## config.mk

```make
export PLATFORM = sky130hd
export DESIGN_NAME = bootRom
export DESIGN_NICKNAME = d
export VERILOG_FILES = /design/src/source/instrMemPkg.sv /design/src/source/bootRom.sv
export SDC_FILE = /design/constraint.sdc
export NUM_CORES = 1
export LEC_CHECK = 0
export BUFFER_PORTS_ARGS = -buffer_cell sky130_fd_sc_hd__buf_2
export CAP_MARGIN = 20
export CORE_MARGIN = 2
export CORE_UTILIZATION = 38
export DETAILED_ROUTE_END_ITERATION = 10
export PLACE_DENSITY = 0.81
export SLEW_MARGIN = 20
export SYNTH_ARGS = -nofsm -noshare
export SYNTH_HDL_FRONTEND = slang
export SYNTH_SLANG_ARGS = --single-unit
```

## constraint.sdc

```tcl
create_clock -name vclk -period 2
set_input_delay 0.1 -clock vclk [all_inputs]
set_output_delay 0.1 -clock vclk [all_outputs]
set_load 0.01 [all_outputs]
```

## src/source/instrMemPkg.sv

```systemverilog
package instrMemPkg;

	localparam int ADDR_W = 32; // pc width

	localparam int DEF_BOOT_DEPTH = 64; // boot rom words
	localparam int DEF_PROG_DEPTH = 2048; // program store words
	localparam int DEF_BLOCK_SIZE = 300; // words per process block

	typedef logic [4:0] regIdx_t; // register file index

	// instruction set, encodings kept from the processor's ISA
	typedef enum logic [5:0] {
		add     = 6'b000000,
		addi    = 6'b000001,
		sub     = 6'b000010,
		subi    = 6'b000011,
		mult    = 6'b000100,
		multi   = 6'b000101,
		div     = 6'b000110,
		divi    = 6'b000111,
		rdiv    = 6'b001000,
		jmp     = 6'b010001, // absolute jump, target in low 26 bits
		jumpR   = 6'b010010,
		jal     = 6'b010011,
		beq     = 6'b010100,
		bne     = 6'b010101,
		blt     = 6'b010110,
		lw      = 6'b010111,
		sw      = 6'b011000,
		mov     = 6'b011001,
		movi    = 6'b011010,
		mfhi    = 6'b011011,
		mflo    = 6'b011100,
		inp     = 6'b011101, // user input
		outp    = 6'b011110, // user output
		fim     = 6'b011111, // end of program
		scpc    = 6'b100001, // save pc context
		scrg    = 6'b100010, // save register context
		cproc   = 6'b100011, // change process
		encBios = 6'b100100, // end of boot
		led     = 6'b100101,
		spc     = 6'b100110
	} opcode_t;

	typedef struct packed {
		opcode_t    opcode; // bits 31..26
		regIdx_t    rd;     // bits 25..21
		regIdx_t    rs;     // bits 20..16
		regIdx_t    rt;     // bits 15..11
		logic [10:0] imm;   // bits 10..0
	} instrWord_t;

	// fields as seen by the decode stage
	typedef struct packed {
		opcode_t     opcode;
		regIdx_t     rd;
		regIdx_t     rs;
		regIdx_t     rt;
		logic [10:0] imediato; // immediate, not sign extended here
		logic [25:0] jump;     // low 26 bits of the word
	} decodedInstr_t;

	typedef struct packed {
		logic       saveInstr;  // write data at cursor
		logic       endOfBlock; // close block, jump cursor to next base
		instrWord_t data;
	} loadPort_t;

endpackage
```

## src/source/bootRom.sv

```systemverilog
module bootRom
	import instrMemPkg::*;
#(
	parameter int BOOT_DEPTH = DEF_BOOT_DEPTH,
	parameter int BLOCK_SIZE = DEF_BLOCK_SIZE
) (
	input  logic [ADDR_W-1:0] pc,
	output instrWord_t        bootWord
);

	localparam logic [10:0] BLOCK_IMM = 11'(BLOCK_SIZE); // block stride as immediate

	logic [4:0] movRd; // target reg of the clearing movi run

	// packs one instruction word from its fields
	function automatic instrWord_t makeWord(
		input opcode_t     op,
		input regIdx_t     rd,
		input regIdx_t     rs,
		input regIdx_t     rt,
		input logic [10:0] imm
	);
		instrWord_t w;
		w.opcode = op;
		w.rd     = rd;
		w.rs     = rs;
		w.rt     = rt;
		w.imm    = imm;
		return w;
	endfunction

	assign movRd = pc[4:0] - 5'd1; // word n clears r(n-1)

	// boot program
	// clear r0..r29, load stride and limit, then mark each block base
	always_comb begin
		bootWord = '0; // empty rom word
		if (pc < BOOT_DEPTH) begin
			case (pc) inside
				32'd0: begin
					bootWord = makeWord(cproc, 5'd0, 5'd0, 5'd0, 11'd0); // switch to os process
				end
				[32'd1:32'd30]: begin
					bootWord = makeWord(movi, movRd, 5'd0, 5'd0, 11'd0); // movi rN, 0
				end
				32'd31: begin
					bootWord = makeWord(movi, 5'd30, 5'd0, 5'd0, BLOCK_IMM); // r30 = first block
				end
				32'd32: begin
					bootWord = makeWord(movi, 5'd31, 5'd0, 5'd0, 11'd1800); // r31 = loop limit
				end
				32'd33: begin
					bootWord = makeWord(sw, 5'd0, 5'd30, 5'd30, 11'd1); // sw r30, 1(r30)
				end
				32'd34: begin
					bootWord = makeWord(addi, 5'd30, 5'd30, 5'd30, BLOCK_IMM); // next block
				end
				32'd35: begin
					bootWord = makeWord(beq, 5'd31, 5'd30, 5'd31, 11'd37); // done when r30 == r31
				end
				32'd36: begin
					// jump target 33 sits entirely in the imm bits of the 26-bit field
					bootWord = makeWord(jmp, 5'd0, 5'd0, 5'd0, 11'd33);
				end
				32'd37: begin
					bootWord = makeWord(encBios, 5'd0, 5'd0, 5'd0, 11'd0); // hand over to program store
				end
				default: begin
					bootWord = '0;
				end
			endcase
		end
	end

endmodule

```

; ---- Word-level counts from Yosys, hierarchy flattened
; Cells that the tools add are included.
; W data, S select, Z words.
[word_totals]
register_bits = 0
input_bits = 32
out_inout_bits = 32
elab_cells = 23
[classes]
add_sub_neg = 1
magnitude_cmp = 3
n_eq_ne = 7
muxes = 10
n_reduce_logical = 2
[op_table]
columns = cell, count
row1 = $mux W32, 10
row2 = $eq A32 B6 Y1 const B, 6
row3 = $eq A32 B5 Y1 const B, 1
row4 = $ge A32 B1 Y1 const B, 1
row5 = $le A32 B5 Y1 const B, 1
row6 = $logic_not A32 Y1, 1
row7 = $lt A32 B7 Y1 const B, 1
row8 = $sub A5 B1 Y5 const B, 1
row9 = $logic_and A1 B1 Y1, 1

; ---- Depth between registers and ports, before layout
[logic_depth]
ltp_word = 11
depth_mapped = 10
mapped_depth_nobuf = 6

; ---- Least setup slack after synthesis
; Ideal clock, no wire load.
[synth_timing]
path_kind = input -> output
start = input pc[0]
end = output bootWord[13] in the netlist's numbering
arrival_ns = 1.976
slack_ns = -0.076
cell_stages = 10
cell_sequence = inv_1 -> ha_1 -> clkbuf_2 -> or4b_4 -> o21ai_1 -> or3_1 -> buf_2 -> buf_6 -> nor3_2 -> buf_4
[synth_rtl]
columns = element, line
row1 = "start, declared", bootRom.sv:7  ; input logic [ADDR_W-1:0] pc,
row2 = "end, declared", bootRom.sv:8  ; output instrWord_t bootWord

==> impl_metrics.ini <==
[critical_path]
crit_fanout = 8
worstPathArrival_ps = 1770
path_class = input port to output pin
cp_data_required_time_ps = 1900
endpoint_kind = output pin
crit_path_start_kind = input port

[floorplanning]
die_y_um = 49.9
core_area_um2 = 1980
rows = 16
die_w_um = 49.9
start_util_pct = 40.3
dieArea_um2 = 2490
io_pins = 64

[status]
outcome = finished, final reports clean

[power_and_ir_drop]
p_int_uw = 56.1
p_sw_uw = 69.9
clkPwrFrac_pct = 0
p_per_area_nw_per_um2 = 114
seq_power_share_pct = 0
swShare_pct = 55.5
leakagePower_nw = 0.510
p_comb_share_pct = 100.0
vdd_ir_drop_max_mv = 0.0722
finalPower_uw = 126

[final_layout]
final_common_cell = buf_2
final_cell_mix = buf_2, buf_4, nor4_1, nand2_1
drive_gt1_share_pct = 53.4
n_antenna_cell = 0
fin_nets = 200
nClkBuffers = 0
final_cells = 188
final_util_pct = 55.6
syn_to_final_growth_pct = 37.7
seq_area_um2 = 0
seq_cells = 0

[detailed_routing]
routedWlPerCell_um = 12.7
dr.pass1.iters = 5
dr.first_iter.drc_count = 22
via_per_inst = 5.46
ant_nets = 0
drc_errors = 0
drt-total-wl_um = 2390
vias = 1026

[place]
place.gp.congestion = 0.891
io_buffers = 59
dp_hpwl_um = 2000
place_inst = 188
pre_cts_ws_ps = 57.3

[global_routing]
grt_pass1_vias = 891
antenna_found_initial = 0
grt_max_degree = 13
grt_pass1_wl_um = 3750
grt_use_total_pct = 18.3
grt_overflow_total = 0

[sta]
period_share_pct = 93.5
finalSetupTns_ps = 0
fmax_mhz = 535
rsz0062_at_grt = false
layout_setup_ws_ps = 130
finalSetupViolations = 0
period_minus_slack_ps = 1870
maxSlewViolCount = 0
hold_viol_final = 0

[cts]
postCtsSetupBuffers = 0
holdBufCountCts = 0
ctsResizeCount = 0

[hold_path]
min_path_type = input port to output pin

[flow_run]
max_cap_violations = 0

[logic_synthesis]
synthCells = 108
ys_seq_area_share_pct = 0
ys_top_cells_by_area = buf_4, ha_1, a211oi_1
netlist_area_um2 = 800
syn_area_per_cell_um2 = 7.40
ys_warn_count = 0
synth.distinct_cells = 44
synth_largest_area_cell = buf_4
synth_top_area_share_pct = 15.0
## metal layers
metal / track usage (%) / up-vias / part of all wire, %
met4: 0.926 / 0 / 0.42
met3: 2.73 / 3 / 10
met5: 0 / - / 0
li1: - / 503 / -
met1: 22.8 / 459 / 39
met2: 34.4 / 61 / 50
## cells in the mapped netlist (2+ instances only)
master     n
buf_4     16
nand2_1    7
nor4_1     7
a211oi_1   6
nor2_1     6
a21oi_1    5
ha_1       5
nand3_1    4
nor3_2     4
a22oi_1    3
nor3_1     3
and2_1     2
and3_1     2
inv_1      2
nand4b_1   2
nor2b_1    2
o21ai_0    2
o21ai_1    2
or3_1      2
xnor2_1    2
## power by group through the flow
stage / Clock [mW] / Combinational (mW) / Sequential (mW)
after CTS: 0 / 0.123 / 0
after global placement: 0 / 0.119 / 0
after global routing: 0 / 0.139 / 0
after floorplan: 0 / 0.0726 / 0
after detailed placement: 0 / 0.122 / 0
final: 0 / 0.126 / 0
## worst paths after layout
| check | cells past startpoint | to | startpoint |
|---|---|---|---|
| worst max-delay path | 9 | bootWord[14] | pc[0] |
| worst min-delay path | 3 | bootWord[2] | pc[5] |
## cells by family after synthesis
group,count (synthesis),synth area share [%]
buffers and inverters,22,19.1
other,1,0.469
AOI/OAI and AO/OA,27,26.4
and+or+nand+nor,50,42.9
adders and majority gates,5,7.82
xor gates and xnor gates,3,3.29
## cell type report
| cell class | instances | area (um2) |
|---|---|---|
| multi-input cells | 90 | 689 |
| well taps | 27 | 33.8 |
| fillers | 202 | 881 |
| repair buffers | 69 | 370 |
| inverters | 2 | 7.51 |
## worst max-delay path, cell delays in order
cell and delay (ps):
buf_2 90, inv_1 80, ha_2 200, or4b_4 230, o21ai_1 60, or3_4 430
buf_4 170, nor3_4 240, buf_2 180
## through the flow
step / cell area (um2) / hold WS (ps)
4_1_cts: 1080 / 582
3_5_place_dp: 1080 / 583
6_report: 1100 / 598
2_1_floorplan: 821 / 381
3_3_place_gp: 1080 / 581
5_1_grt: 1100 / 633
Note: power is estimated with default switching activity, not from simulation.
