[src/source/instrMemPkg.sv]
package instrMemPkg;

	localparam int ADDR_W = 32; // pc width

	localparam int DEF_BOOT_DEPTH = 64; // boot rom words
	localparam int DEF_PROG_DEPTH = 2048; // program store words
	localparam int DEF_BLOCK_SIZE = 300; // words per process block

	typedef logic [4:0] regIdx_t; // register file index

	// instruction set, encodings kept from the processor's ISA
	typedef enum logic [5:0] {
		add     = 6'b000000,
		addi    = 6'b000001,
		sub     = 6'b000010,
		subi    = 6'b000011,
		mult    = 6'b000100,
		multi   = 6'b000101,
		div     = 6'b000110,
		divi    = 6'b000111,
		rdiv    = 6'b001000,
		jmp     = 6'b010001, // absolute jump, target in low 26 bits
		jumpR   = 6'b010010,
		jal     = 6'b010011,
		beq     = 6'b010100,
		bne     = 6'b010101,
		blt     = 6'b010110,
		lw      = 6'b010111,
		sw      = 6'b011000,
		mov     = 6'b011001,
		movi    = 6'b011010,
		mfhi    = 6'b011011,
		mflo    = 6'b011100,
		inp     = 6'b011101, // user input
		outp    = 6'b011110, // user output
		fim     = 6'b011111, // end of program
		scpc    = 6'b100001, // save pc context
		scrg    = 6'b100010, // save register context
		cproc   = 6'b100011, // change process
		encBios = 6'b100100, // end of boot
		led     = 6'b100101,
		spc     = 6'b100110
	} opcode_t;

	typedef struct packed {
		opcode_t    opcode; // bits 31..26
		regIdx_t    rd;     // bits 25..21
		regIdx_t    rs;     // bits 20..16
		regIdx_t    rt;     // bits 15..11
		logic [10:0] imm;   // bits 10..0
	} instrWord_t;

	// fields as seen by the decode stage
	typedef struct packed {
		opcode_t     opcode;
		regIdx_t     rd;
		regIdx_t     rs;
		regIdx_t     rt;
		logic [10:0] imediato; // immediate, not sign extended here
		logic [25:0] jump;     // low 26 bits of the word
	} decodedInstr_t;

	typedef struct packed {
		logic       saveInstr;  // write data at cursor
		logic       endOfBlock; // close block, jump cursor to next base
		instrWord_t data;
	} loadPort_t;

endpackage
[src/source/fetchSelect.sv]
module fetchSelect
	import instrMemPkg::*;
(
	input  logic          clock,
	input  logic          reset,
	input  logic          encerrarBios,   // end of boot request
	input  instrWord_t    bootWord,       // word from boot rom
	input  instrWord_t    progWord,       // word from program store
	output decodedInstr_t fields,
	output logic          biosEmExecucao  // high while boot rom is the source
);

	instrWord_t selWord; // word chosen for decode

	// boot flag
	// set by reset, cleared once by the end of boot strobe
	always_ff @(posedge clock) begin
		if (reset) begin
			biosEmExecucao <= 1'b1; // boot rom first
		end else if (encerrarBios) begin
			biosEmExecucao <= 1'b0; // program store from here on
		end
	end

	// source mux, same pc for both memories
	always_comb begin
		if (biosEmExecucao) begin
			selWord = bootWord;
		end else begin
			selWord = progWord;
		end
	end

	// field split
	always_comb begin
		fields.opcode   = selWord.opcode;
		fields.rd       = selWord.rd;       // bits 25..21
		fields.rs       = selWord.rs;       // bits 20..16
		fields.rt       = selWord.rt;       // bits 15..11
		fields.imediato = selWord.imm;      // 11 bits, no padding
		fields.jump     = selWord[25:0];    // jump target overlaps reg fields
	end

endmodule

[config.mk]
export PLATFORM = sky130hd
export DESIGN_NAME = fetchSelect
export DESIGN_NICKNAME = d
export VERILOG_FILES = /design/src/source/instrMemPkg.sv /design/src/source/fetchSelect.sv
export SDC_FILE = /design/constraint.sdc
export NUM_CORES = 1
export LEC_CHECK = 0
export BUFFER_PORTS_ARGS = -buffer_cell sky130_fd_sc_hd__buf_2
export CELL_PAD_IN_SITES_DETAIL_PLACEMENT = 2
export CELL_PAD_IN_SITES_GLOBAL_PLACEMENT = 2
export CORE_MARGIN = 1
export CORE_UTILIZATION = 11
export DETAILED_ROUTE_END_ITERATION = 10
export GPL_TIMING_DRIVEN = 0
export PLACE_DENSITY = 0.73
export SYNTH_ARGS = -nofsm -noshare
export SYNTH_HDL_FRONTEND = slang
export SYNTH_SLANG_ARGS = --single-unit
[constraint.sdc]
create_clock -name clock -period 1 [get_ports clock]
set_input_delay 0 -clock clock [delete_from_list [all_inputs] [get_ports clock]]
set_output_delay 0 -clock clock [all_outputs]
set_load 0.1 [all_outputs]
## Word level (Yosys, flattened, before mapping)

Cells that the tools add are included.
W data, S select, Z words.

| storage, ports and cells | value |
|---|---|
| register bits | 1 |
| input bits | 67 |
| output and inout port bits | 59 |
| logic and storage cells | 2 |

| operators by class | value |
|---|---|
| muxes and demuxes | 1 |

Operator list:

| cell | number |
|---|---|
| $mux W32 | 1 |

## Logic depth before layout (Yosys ltp)

| logic depth | value |
|---|---|
| word-level depth | 1 |
| gate-level depth with buffers | 4 |

## Worst setup path after synthesis

No wires, ideal clock.

| path | value |
|---|---|
| path type | flip-flop to output port |
| from | reg biosEmExecucao |
| to | out fields[26] (netlist bit) |
| data arrival time | 2.091 ns |
| path slack | -1.091 ns |
| cell stages (with the launch flop) | 4 |
| path through | dfxtp_1 > buf_6 > mux2_2 > buf_4 |

RTL lines:

| what | line | text |
|---|---|---|
| from (decl) | fetchSelect.sv:10 | `output logic biosEmExecucao` |
| from (signal assigned) | fetchSelect.sv:19 | `biosEmExecucao <= 1'b1;` |
| from (signal assigned) | fetchSelect.sv:21 | `biosEmExecucao <= 1'b0;` |
| to (decl) | fetchSelect.sv:9 | `output decodedInstr_t fields,` |

==> reports/summary.log <==
qor: worst_setup_path.worstPathArrival 1240 ps
qor: logic_synthesis.biggest_area_contributors_in_the_synthesized_netlist sky130_fd_sc_hd__mux2_4, sky130_fd_sc_hd__buf_4, sky130_fd_sc_hd__buf_12
qor: logic_synthesis.synthAdderAreaFrac 0%
qor: timing.worst_hold_slack 177.1 ps
qor: worst_setup_path.critical_path_class flop to output port
qor: timing.final-hold-violation-count 0
qor: logic_synthesis.synth_warnings 0
qor: timing.worst_slew_margin_rel 67.47%
qor: layout.regMostFlops biosEmExecucao
qor: worst_setup_path.critical_path.max_stage_delay 340 ps
qor: timing.min_period_over_period 123.9%
qor: worst_hold_path.hp-class input port to flop
qor: logic_synthesis.synth_cells 65
qor: routing.route.final.wire_length 4.002 mm
qor: logic_synthesis.postSynthNetCount 132
qor: placed_design.io_buffers 125
qor: routing.via_per_inst 3.553
qor: die.design.core.area 6756 um2
qor: global_route.antenna_violations_before_repair 0
qor: placed_design.pre_cts_ws -368.3 ps
qor: worst_setup_path.worst_ep_required_time 1000 ps
qor: power_and_ir_drop.cellLeakagePower 1.354 nW
qor: logic_synthesis.synth_compound_gate_area_share 0.9788%
qor: clocking.clock_latency 0 ps
qor: placed_design.detailed_placement_hpwl 3.124 mm
qor: layout.diodes 0
qor: logic_synthesis.synthDistinctLibCells 8
qor: timing.report.final.slew_viol_count 0
qor: logic_synthesis.synth_top_family_by_area multiplexers
qor: placed_design.gp_congestion 0.6575
qor: routing.detailedRoute.firstPassIterationCount 3
qor: layout.drive_gt1_share 98.96%
qor: worst_setup_path.timing.critical_path.cells buf_8 -> buf_12 -> mux2_4 -> buf_12 -> buf_12
qor: power_and_ir_drop.vdd.ir_drop.worst 339.9 uV
qor: worst_setup_path.cpMaxStageDelayCell sky130_fd_sc_hd__mux2_4
qor: logic_synthesis.flop_and_latch_count_out_of_synthesis 1
qor: global_route.grt_pass1_wl 5.782 mm
qor: timing.fmaxAchievable 806.9 MHz
qor: timing.tightestPinTransition 491.4 ps
qor: layout.nets 262
qor: run_status.outcome complete, but fails checks
qor: die.start_util 11.35%
qor: die.die_w 85.50 um
qor: global_route.grtUsageTotal 10.04%
qor: global_route.overflow 0
qor: routing.drcViolationCount 0
qor: power_and_ir_drop.p_per_area 1270 nW/um2
qor: job.maxcap_viol_count 0
qor: worst_setup_path.cp_max_fo 10
qor: timing.postLayoutSetupSlackWorst -239.3 ps
qor: die.top_level_ports 126
qor: logic_synthesis.post-synth-top-area-fraction 56.77%
qor: die.number_of_rows_created_at_floorplan 30
qor: global_route.grt_start_max_net_pins 11
qor: timing.rsz_0062_raised_after_global_routing true
qor: global_route.via_count_of_the_first_global_routing_pass 1109
qor: run_status.failed_checks setup timing
qor: routing.antenna_left 0
qor: logic_synthesis.post-synth-top-area-cell sky130_fd_sc_hd__mux2_4
qor: routing.dr_total_vias 970
qor: logic_synthesis.avgSynthCellArea 11.80 um2
qor: layout.area_growth 239.8%
qor: routing.detail_route.iter0.violations 5
qor: timing.layout_min_cycle_time 1239 ps
qor: layout.reg_top3 biosEmExecucao x1
qor: layout.post-route-util 38.57%
qor: layout.largest_register_ffs 1
qor: logic_synthesis.yosys-mux-area-fraction 61.17%
qor: worst_setup_path.critPathMostFrequentCell sky130_fd_sc_hd__buf_12
qor: timing.finalSetupViolCount 58
qor: clocking.hold_buffers 0
qor: die.die_footprint 7310 um2
qor: routing.avgRoutedWirePerCell 14.66 um
qor: die.die_height 85.50 um
qor: logic_synthesis.synthXorXnorAreaFrac 0%
qor: timing.skew 0 ps
qor: clocking.cts.clk_slew.worst_paths 0 ps
qor: worst_setup_path.start_kind flop
qor: logic_synthesis.basic_gate_share_of_the_synthesized_area_counting_and_or_nand_and_nor_cells 0%
qor: worst_setup_path.critPathCaptureType output port
qor: logic_synthesis.post_synth_instance_area 767.0 um2
qor: logic_synthesis.synth_sequential_area_ratio 2.610%
qor: layout.nFillCells 697
## kinds of logic after synthesis
group	Yosys count
mux	32
buf+inv	31
flops	1
compound gates	1
## metrics by stage
stage | std cells | area (um2) | power (mW) | TNS (ps)
floorplan | 65 | 1095 | 2.294 | -22070
global placement | 270 | 1821 | 2.606 | -16660
detailed placement | 270 | 1821 | 2.632 | -17110
CTS | 272 | 2536 | 3.256 | -10720
global route | 273 | 2606 | 3.380 | -11560
finish | 273 | 2606 | 3.311 | -10220
## power by group
group / total (mW) / internal, mW / leakage [nW] / switching [mW]
clock network: 0 / 0 / 0 / 0
logic: 3.27 / 1.31 / 1.35 / 1.95
registers: 0.0452 / 0.0430 / 0.00860 / 0.00215
total: 3.31 / 1.36 / 1.35 / 1.95
## cell usage in the layout (no fill, tap or decap)
cell type / netlist / final
sky130_fd_sc_hd__buf_12: 3 / 72
sky130_fd_sc_hd__buf_4: 26 / 6
sky130_fd_sc_hd__buf_2: 0 / 67
sky130_fd_sc_hd__a21o_1: 1 / 1
sky130_fd_sc_hd__mux2_4: 29 / 32
sky130_fd_sc_hd__buf_8: 0 / 6
sky130_fd_sc_hd__buf_6: 1 / 7
sky130_fd_sc_hd__inv_1: 1 / 1
sky130_fd_sc_hd__dfxtp_4: 0 / 1
## path summary, 6_finish.rpt
check	start	end	slack (ps)	depth (start not counted)
setup reg to reg	biosEmExecucao	biosEmExecucao	140	3
setup / recovery	biosEmExecucao	fields[44]	-240	5
hold / removal	reset	biosEmExecucao	180	2
hold reg to reg	biosEmExecucao	biosEmExecucao	730	3
## what timing repair did
action                     4_1_cts  5_1_grt
setup buffers                    2        1
gates resized for setup        170       15
setup endpoints to repair       58       58
## worst max-delay path: cells and delay by family, from the launching register on
family / cells / cell delay (ps)
buf+inv: 4 / 560
mux: 1 / 340
flops: 1 / 330
## synth_stat cells
cell type,count
sky130_fd_sc_hd__mux2_4,29
sky130_fd_sc_hd__buf_4,26
sky130_fd_sc_hd__buf_12,3
sky130_fd_sc_hd__mux2_2,3
sky130_fd_sc_hd__a21o_1,1
sky130_fd_sc_hd__buf_6,1
sky130_fd_sc_hd__dfxtp_1,1
sky130_fd_sc_hd__inv_1,1
## final cells by class
cell class                      instances  area (um2)  share of cell area [%]
Buffer                                 30       586.8                   22.52
Timing Repair Buffer                  128        1404                   53.86
Sequential cell                         1       23.77                  0.9121
Tap cell                               80       100.1                   3.841
Multi-Input combinational cell         33       488.0                   18.72
Inverter                                1       3.754                  0.1440
## per-layer routing
layer  global-route usage [%]  vias up  share of wire, %
li1                         -      453                 -
met5                        0        -                 0
met3                   0.9625        0               5.4
met4                        0        0                 0
met1                    9.223      466                30
met2                    23.78       51                65
(Power assumes the default switching activity.)
